[src/rtl/jtag_consts.svh]
`ifndef JTAG_CONSTS_SVH
`define JTAG_CONSTS_SVH

// shift data and response word
`define JTAG_DATA_W     32

// command length field, wide enough for long idle delays
`define JTAG_LEN_W      20

// tck periods of the fixed tap walks
`define JTAG_RESET_TCKS 5   // tms high, ends in test-logic-reset
`define JTAG_IR_PRE     4   // rti to shift-ir
`define JTAG_DR_PRE     3   // rti to shift-dr

// after the last shift bit
// exit1 -> update -> run-test/idle
`define JTAG_POST       2

`endif

[src/rtl/jtag_pkg.sv]
`default_nettype none

package jtag_pkg;

    // command opcodes on the cmd port
    typedef enum logic [2:0] {
        CMD_CLOSE_TEST = 3'd0,
        CMD_RUN_TEST   = 3'd1,
        CMD_LOAD_IR    = 3'd2,
        CMD_LOAD_DR    = 3'd3,
        CMD_IDLE_DELAY = 3'd4
    } jtag_op_e;

    typedef enum logic [3:0] {
        S_IDLE       = 4'd0,
        S_RESET_WALK = 4'd1,  // close test
        S_RUN        = 4'd2,
        S_PRE        = 4'd3,  // rti to shift-ir/dr
        S_SHIFT      = 4'd4,
        S_POST       = 4'd5,  // exit1, update, rti
        S_DELAY      = 4'd6,
        S_WAIT_RSP   = 4'd7
    } seq_state_e;

endpackage

`default_nettype wire

[src/rtl/jtag_if.sv]
`timescale 1ns/100ps
`default_nettype none

`include "jtag_consts.svh"

// sequencer <-> tck timer
interface jtag_step_if;
    logic                   start;  // load count, one cycle
    logic [`JTAG_LEN_W-1:0] count;  // tck periods in the segment
    logic                   run;
    logic                   rise;   // tck goes high
    logic                   fall;   // tck goes low, period ends
    logic                   done;   // fall of the last period

    modport fsm (
        output start, count, run,
        input  fall, done
    );

    modport timer (
        input  start, count, run,
        output rise, fall, done
    );
endinterface

// sequencer <-> shift register
interface jtag_shift_if;
    logic load;      // take cmd_data and length
    logic shift_en;  // current or next period is a shift bit
    logic finish;
    logic tdi_bit;
    logic rsp_busy;  // response not taken yet

    modport fsm (
        output load, shift_en, finish,
        input  rsp_busy
    );

    modport shifter (
        input  load, shift_en, finish,
        output tdi_bit, rsp_busy
    );
endinterface

`default_nettype wire

[src/rtl/jtag_seq_fsm.sv]
`timescale 1ns/100ps
`default_nettype none

`include "jtag_consts.svh"

module jtag_seq_fsm
    import jtag_pkg::*;
(
    input  wire                   jtag_clk,
    input  wire                   arst_n,
    input  wire                   cmd_valid,
    input  wire jtag_op_e         cmd_op,
    input  wire [`JTAG_LEN_W-1:0] cmd_len,
    output logic                  cmd_ready,
    output logic                  tms,
    jtag_step_if.fsm              step,
    jtag_shift_if.fsm             shift
);

    seq_state_e             state;
    seq_state_e             state_n;
    jtag_op_e               op_q;
    logic [`JTAG_LEN_W-1:0] len_q;
    logic [5:0]             pos;       // period index in the segment
    logic [5:0]             pos_n;
    logic [5:0]             last_pos;  // last shift bit, leaves shift-xr
    logic                   tms_n;
    logic                   accept;

    assign cmd_ready = (state == S_IDLE);
    assign accept    = cmd_valid && cmd_ready;
    assign last_pos  = 6'(len_q - `JTAG_LEN_W'(1));

    assign step.run       = (state != S_IDLE) && (state != S_WAIT_RSP);
    assign shift.shift_en = (state_n == S_SHIFT);
    assign shift.load     = accept && (cmd_op == CMD_LOAD_IR || cmd_op == CMD_LOAD_DR);

    always_comb begin
        state_n      = state;
        step.start   = 1'b0;
        step.count   = '0;
        shift.finish = 1'b0;
        case (state)
            S_IDLE: begin
                if (cmd_valid) begin
                    step.start = 1'b1;
                    case (cmd_op)
                        CMD_CLOSE_TEST: begin
                            state_n    = S_RESET_WALK;
                            step.count = `JTAG_LEN_W'(`JTAG_RESET_TCKS);
                        end
                        CMD_RUN_TEST: begin
                            state_n    = S_RUN;
                            step.count = `JTAG_LEN_W'(1);
                        end
                        CMD_LOAD_IR: begin
                            state_n    = S_PRE;
                            step.count = `JTAG_LEN_W'(`JTAG_IR_PRE);
                        end
                        CMD_LOAD_DR: begin
                            state_n    = S_PRE;
                            step.count = `JTAG_LEN_W'(`JTAG_DR_PRE);
                        end
                        CMD_IDLE_DELAY: begin
                            if (cmd_len != '0) begin
                                state_n    = S_DELAY;
                                step.count = cmd_len;
                            end else begin
                                step.start = 1'b0;  // zero delay, nothing to do
                            end
                        end
                        default: step.start = 1'b0;  // unknown opcode dropped
                    endcase
                end
            end
            S_RESET_WALK, S_RUN, S_DELAY: begin
                if (step.done) begin
                    state_n = S_IDLE;
                end
            end
            S_PRE: begin
                if (step.done) begin
                    state_n    = S_SHIFT;
                    step.start = 1'b1;
                    step.count = len_q;
                end
            end
            S_SHIFT: begin
                if (step.done) begin
                    state_n    = S_POST;
                    step.start = 1'b1;
                    step.count = `JTAG_LEN_W'(`JTAG_POST);
                end
            end
            S_POST: begin
                if (step.done) begin
                    shift.finish = 1'b1;  // rsp_valid follows next cycle
                    state_n      = S_WAIT_RSP;
                end
            end
            S_WAIT_RSP: begin
                if (!shift.rsp_busy) begin
                    state_n = S_IDLE;
                end
            end
            default: state_n = S_IDLE;
        endcase
    end

    always_comb begin
        if (step.start) begin
            pos_n = '0;
        end else if (step.fall) begin
            pos_n = pos + 6'd1;
        end else begin
            pos_n = pos;
        end
    end

    // tms for the period about to start
    always_comb begin
        case (state_n)
            S_RESET_WALK: tms_n = 1'b1;
            S_PRE:        tms_n = (pos_n == 6'd0) || (op_q == CMD_LOAD_IR && pos_n == 6'd1);
            S_SHIFT:      tms_n = (pos_n == last_pos);
            S_POST:       tms_n = (pos_n == 6'd0);
            default:      tms_n = 1'b0;
        endcase
    end

    always_ff @(posedge jtag_clk or negedge arst_n) begin
        if (!arst_n) begin
            state <= S_IDLE;
            op_q  <= CMD_CLOSE_TEST;
            pos   <= '0;
            tms   <= 1'b0;
        end else begin
            state <= state_n;
            pos   <= pos_n;
            if (accept) begin
                op_q <= cmd_op;
            end
            // tms holds once the command is over
            if (step.start || (step.fall && !step.done)) begin
                tms <= tms_n;
            end
        end
    end

    always_ff @(posedge jtag_clk) begin
        if (accept) begin
            len_q <= cmd_len;
        end
    end

endmodule

`default_nettype wire

[src/rtl/jtag_tck_timer.sv]
`timescale 1ns/100ps
`default_nettype none

`include "jtag_consts.svh"

module jtag_tck_timer (
    input  wire        jtag_clk,
    input  wire        arst_n,
    output logic       tck,
    jtag_step_if.timer step
);

    logic [`JTAG_LEN_W-1:0] cnt;  // periods left in the segment

    // a period is one low cycle and one high cycle
    assign step.rise = step.run && !tck && (cnt != '0);
    assign step.fall = tck;
    assign step.done = tck && (cnt == `JTAG_LEN_W'(1));

    always_ff @(posedge jtag_clk or negedge arst_n) begin
        if (!arst_n) begin
            cnt <= '0;
        end else if (step.start) begin
            cnt <= step.count;  // new segment wins over the ending fall
        end else if (step.fall) begin
            cnt <= cnt - `JTAG_LEN_W'(1);
        end
    end

    // stays low once cnt runs out
    always_ff @(posedge jtag_clk or negedge arst_n) begin
        if (!arst_n) begin
            tck <= 1'b0;
        end else if (step.rise) begin
            tck <= 1'b1;
        end else if (step.fall) begin
            tck <= 1'b0;
        end
    end

endmodule

`default_nettype wire

[src/rtl/jtag_shift_reg.sv]
`timescale 1ns/100ps
`default_nettype none

`include "jtag_consts.svh"

module jtag_shift_reg (
    input  wire                     jtag_clk,
    input  wire                     arst_n,
    input  wire [`JTAG_DATA_W-1:0]  cmd_data,
    input  wire [`JTAG_LEN_W-1:0]   cmd_len,
    input  wire                     tdo,
    input  wire                     rise,
    input  wire                     fall,
    input  wire                     rsp_ready,
    output logic                    tdi,
    output logic                    rsp_valid,
    output logic [`JTAG_DATA_W-1:0] rsp_data,
    jtag_shift_if.shifter           shift
);

    logic [`JTAG_DATA_W-1:0] tx_sr;   // bits still to go out, lsb first
    logic [`JTAG_DATA_W-1:0] cap_sr;  // tdo enters at the top
    logic [`JTAG_LEN_W-1:0]  len_q;
    logic [`JTAG_LEN_W-1:0]  align;

    // first captured bit ends up in bit 0
    assign align = `JTAG_LEN_W'(`JTAG_DATA_W) - len_q;

    assign shift.tdi_bit  = tdi;
    assign shift.rsp_busy = rsp_valid;

    always_ff @(posedge jtag_clk or negedge arst_n) begin
        if (!arst_n) begin
            tdi <= 1'b0;
        end else if (fall) begin
            tdi <= shift.shift_en && tx_sr[0];  // low outside shift-xr
        end
    end

    always_ff @(posedge jtag_clk or negedge arst_n) begin
        if (!arst_n) begin
            rsp_valid <= 1'b0;
        end else if (shift.finish) begin
            rsp_valid <= 1'b1;
        end else if (rsp_ready) begin
            rsp_valid <= 1'b0;
        end
    end

    always_ff @(posedge jtag_clk) begin
        if (shift.load) begin
            tx_sr  <= cmd_data;
            cap_sr <= '0;
            len_q  <= cmd_len;
        end else begin
            if (fall && shift.shift_en) begin
                tx_sr <= tx_sr >> 1;
            end
            if (rise && shift.shift_en) begin
                cap_sr <= {tdo, cap_sr[`JTAG_DATA_W-1:1]};
            end
        end
        // held until the next finish, which needs the handshake first
        if (shift.finish) begin
            rsp_data <= cap_sr >> align;
        end
    end

endmodule

`default_nettype wire

[src/rtl/jtag_master_top.sv]
`timescale 1ns/100ps
`default_nettype none

`include "jtag_consts.svh"

// bitstream load runs close, run, ir jrst, run, ir cfgi, delay, dr data,
// close, run, ir jwakeup, delay, close
// idcode read runs close, run, ir idcode, run, dr 32 bits, close
module jtag_master_top
    import jtag_pkg::*;
(
    input  wire                     jtag_clk,
    input  wire                     arst_n,
    input  wire                     cmd_valid,
    input  wire jtag_op_e           cmd_op,
    input  wire [`JTAG_LEN_W-1:0]   cmd_len,
    input  wire [`JTAG_DATA_W-1:0]  cmd_data,
    input  wire                     rsp_ready,
    input  wire                     tdo,
    output logic                    cmd_ready,
    output logic                    rsp_valid,
    output logic [`JTAG_DATA_W-1:0] rsp_data,
    output logic                    tck,
    output logic                    tms,
    output logic                    tdi
);

    jtag_step_if  u_step_if ();
    jtag_shift_if u_shift_if ();

    assign tdi = u_shift_if.tdi_bit;

    jtag_seq_fsm u_seq_fsm (
        .jtag_clk  (jtag_clk  ),
        .arst_n    (arst_n    ),
        .cmd_valid (cmd_valid ),
        .cmd_op    (cmd_op    ),
        .cmd_len   (cmd_len   ),
        .cmd_ready (cmd_ready ),
        .tms       (tms       ),
        .step      (u_step_if ),
        .shift     (u_shift_if)
    );

    jtag_tck_timer u_tck_timer (
        .jtag_clk (jtag_clk ),
        .arst_n   (arst_n   ),
        .tck      (tck      ),
        .step     (u_step_if)
    );

    jtag_shift_reg u_shift_reg (
        .jtag_clk  (jtag_clk      ),
        .arst_n    (arst_n        ),
        .cmd_data  (cmd_data      ),
        .cmd_len   (cmd_len       ),
        .tdo       (tdo           ),
        .rise      (u_step_if.rise),
        .fall      (u_step_if.fall),
        .rsp_ready (rsp_ready     ),
        .tdi       (              ),
        .rsp_valid (rsp_valid     ),
        .rsp_data  (rsp_data      ),
        .shift     (u_shift_if    )
    );

endmodule

`default_nettype wire

[config.mk]
export PLATFORM = sky130hd
export DESIGN_NAME = jtag_master_top
export DESIGN_NICKNAME = d
export VERILOG_FILES = /design/src/rtl/jtag_pkg.sv /design/src/rtl/jtag_if.sv /design/src/rtl/jtag_seq_fsm.sv /design/src/rtl/jtag_tck_timer.sv /design/src/rtl/jtag_shift_reg.sv /design/src/rtl/jtag_master_top.sv
export VERILOG_INCLUDE_DIRS = /design/src /design/src/rtl
export SDC_FILE = /design/constraint.sdc
export NUM_CORES = 1
export LEC_CHECK = 0
export CAP_MARGIN = 10
export CORE_MARGIN = 8
export CORE_UTILIZATION = 45
export DETAILED_ROUTE_END_ITERATION = 12
export DONT_BUFFER_PORTS = 1
export HOLD_SLACK_MARGIN = 0.12
export PLACE_DENSITY = 0.66
export SETUP_SLACK_MARGIN = 0.3
export SYNTH_ARGS = -nofsm -noshare
export SYNTH_HDL_FRONTEND = slang
export SYNTH_HIERARCHICAL = 1
export SYNTH_SLANG_ARGS = --single-unit
[constraint.sdc]
create_clock -name jtag_clk -period 4.8 [get_ports jtag_clk]
set_clock_uncertainty 0.2 [all_clocks]
set_input_delay 0.48 -clock jtag_clk [delete_from_list [all_inputs] [get_ports jtag_clk]]
set_output_delay 0.48 -clock jtag_clk [all_outputs]
set_load 0.05 [all_outputs]
==> metrics.txt <==
synthesized instance count=approximately 900; Post-Layout Cell Count=1239; Vias=7314; sequential group share of total power=46.8%; startpoint types=flip-flop; HP Start=cmd_len[8]; VDD IR-drop max=0.0002689 V; Worst-Margin Slew=0.8646 ns; Final setup viols=0; Pwr Density=356.7 mW/mm2; core region area=0.02102 mm2; Crit Path Max Fanout=32; Internal=between 2 and 3 mW; post-route setup TNS=0 ns; Tot GR Track Use=a little under a fifth; Fin. Hold Viols=0; setup slack, reg-to-reg=roughly 1.1 ns; first-pass GRT wire length=approximately 38000 um; Post-CTS Setup Inserts=0; Place WS=about 1.1 ns; Syn Area/Cell=between 10 and 15 um2; die area=0.02634 mm2; Worst slew margin=a little over two fifths; fill cell count=~1.8k; CTS tree=yes; IO Pins=97; Final Slew Violations=0; vias in the first global route=6968; first-pass iteration count of the detailed router=5; Min-Delay Path Class=in -> reg; DRT antenna net count=0; most frequent cells in the layout=nand2_1 (134), edfxtp_1 (104), a21oi_1 (63); Worst R2R End=u_shift_reg/tx_sr[12]; crit path launch=u_tck_timer/cnt[6]; worst-skew pair later-pin latency=~0.44 ns; port bufs=0; LEAKAGE=just under 4 nW; Tcrit/Tclk final=between 70% and 80%; multi-input logic area=between 0.004 and 0.005 mm2; Critical Path RT=4.69 ns; initial antenna violation count=0; Sequential Area=about 0.0047 mm2; switching pwr=around 1.2 mW; Vias/cell=5.903; worst reg-to-reg path cell count=10; CP arrival=~3.6 ns; Nets=slightly above 1k; layout cells sized above 1=~16%; fin crit period=between 3 and 4 ns; initial core utilization=a little under half; setup ws final=1.096 ns; RSZ-0062 raised after global routing=no; Mapped Nets=between 900 and 1k; Net Sw Frac=between 20 and 30%; clock buffer count from CTS=17; DPL Wire Length=approximately 16000 um; die height=~160 um; combinational power share=approximately 17%; f_max=about 270 MHz; maximum root-to-sink buffer count=2; total power draw=around 4.0 mW; DRC=0; final wirelength=between 20000 and 25000 um; Die W=about 160 um; Clk pwr share=36.4%; Worst-path clk slew=approximately 0.070 ns; CTS root buf=clkbuf_16; largest net degree at the start of global routing=53; CTS Sinks=between 150 and 200; Rows=53; Synth-to-Final Area Change=15.58%; Mapped Area=0.009632 mm2; worst setup path endpoint=u_shift_reg/tx_sr[12]; synth warn=6; n_diodes=0; # hold bufs at CTS=60; max-cap violations=0; status=finished clean; grt ovf=0; most common cell after layout, fill and taps aside=nand2_1; DR iter-0 viols=524; CP endpoint kind=flip-flop; H-Tree Depth=4; Placer Congestion=between 0.8 and 0.9; drt wl/cell=slightly below 20 um; Post-CTS Resized=0; Inst Count DP=1147; Critical Setup Path Class=reg -> reg; final core utilization=about 53%; RR Startpoint=u_tck_timer/cnt[6]
==> through the flow <==
| stage | hold WS, ns | cell area [um2] |
|---|---|---|
| 3_5_place_dp | -0.01410 | 9908 |
| 4_1_cts | 0.1282 | 11130 |
| 5_1_grt | 0.1565 | 11130 |
| 2_1_floorplan | -0.01559 | 9637 |
| 3_3_place_gp | -0.01426 | 9908 |
| 6_report | 0.1323 | 11130 |
==> cell type report <==
cell class                      count  share of cell area [%]
Sequential cell                   173                   42.13
Multi-Input combinational cell    656                   41.70
Timing Repair Buffer               79                   6.766
Clock buffer                       18                   3.945
Tap cell                          275                   3.091
Clock inverter                     14                   1.562
Inverter                           24                  0.8093
==> routing by layer <==
layer / part of all wire (%) / track usage, %
met3: 7.6 / 5.011
met2: 46 / 28.58
met4: 1.3 / 4.798
met1: 45 / 24.13
met5: 0 / 0
==> power groups by stage <==
stage / Sequential, mW / Combinational, mW / Clock, mW
after global routing: 1.88 / 0.749 / 1.52
after global placement: 1.88 / 0.596 / 0
final: 1.86 / 0.669 / 1.44
after floorplan: 1.85 / 0.500 / 0
after CTS: 1.86 / 0.665 / 1.47
after detailed placement: 1.88 / 0.604 / 0
==> flip-flops by register name, indices dropped and copies added, names as in the netlist, 3 cells and up <==
| register | count |
|---|---|
| u_shift_reg/tx_sr | 32 |
| u_tck_timer/cnt | 20 |
| u_shift_reg/cap_sr | 32 |
| u_seq_fsm/pos | 6 |
| u_seq_fsm/op_q | 3 |
| u_seq_fsm/len_q | 20 |
| u_shift_reg/rsp_data | 32 |
| u_shift_reg/len_q | 20 |
| u_seq_fsm/state | 4 |
==> worst max-delay path: stages (launching register included) <==
cell and delay, ns:
dfrtp_1 0.43, nor4_4 0.56, nand2_1 0.10, nor3_1 0.25, and3_1 0.32, inv_1 0.11, o221ai_1 0.18, o21ai_0 0.24
nor3_1 0.44, a21o_1 0.17, buf_4 0.36
==> worst min path at each step <==
stage / endpoint / slack (ns) / depth (start not counted)
final: u_tck_timer/cnt[8] / 0.13 / 3
after CTS: u_tck_timer/cnt[8] / 0.13 / 3
after detailed placement: u_seq_fsm/pos[4] / -0.01 / 0
after floorplan: u_seq_fsm/op_q[0] / -0.02 / 0
after global routing: u_tck_timer/cnt[7] / 0.16 / 3
after global placement: u_seq_fsm/pos[0] / -0.01 / 0
Power figures use the tool's default switching activity.
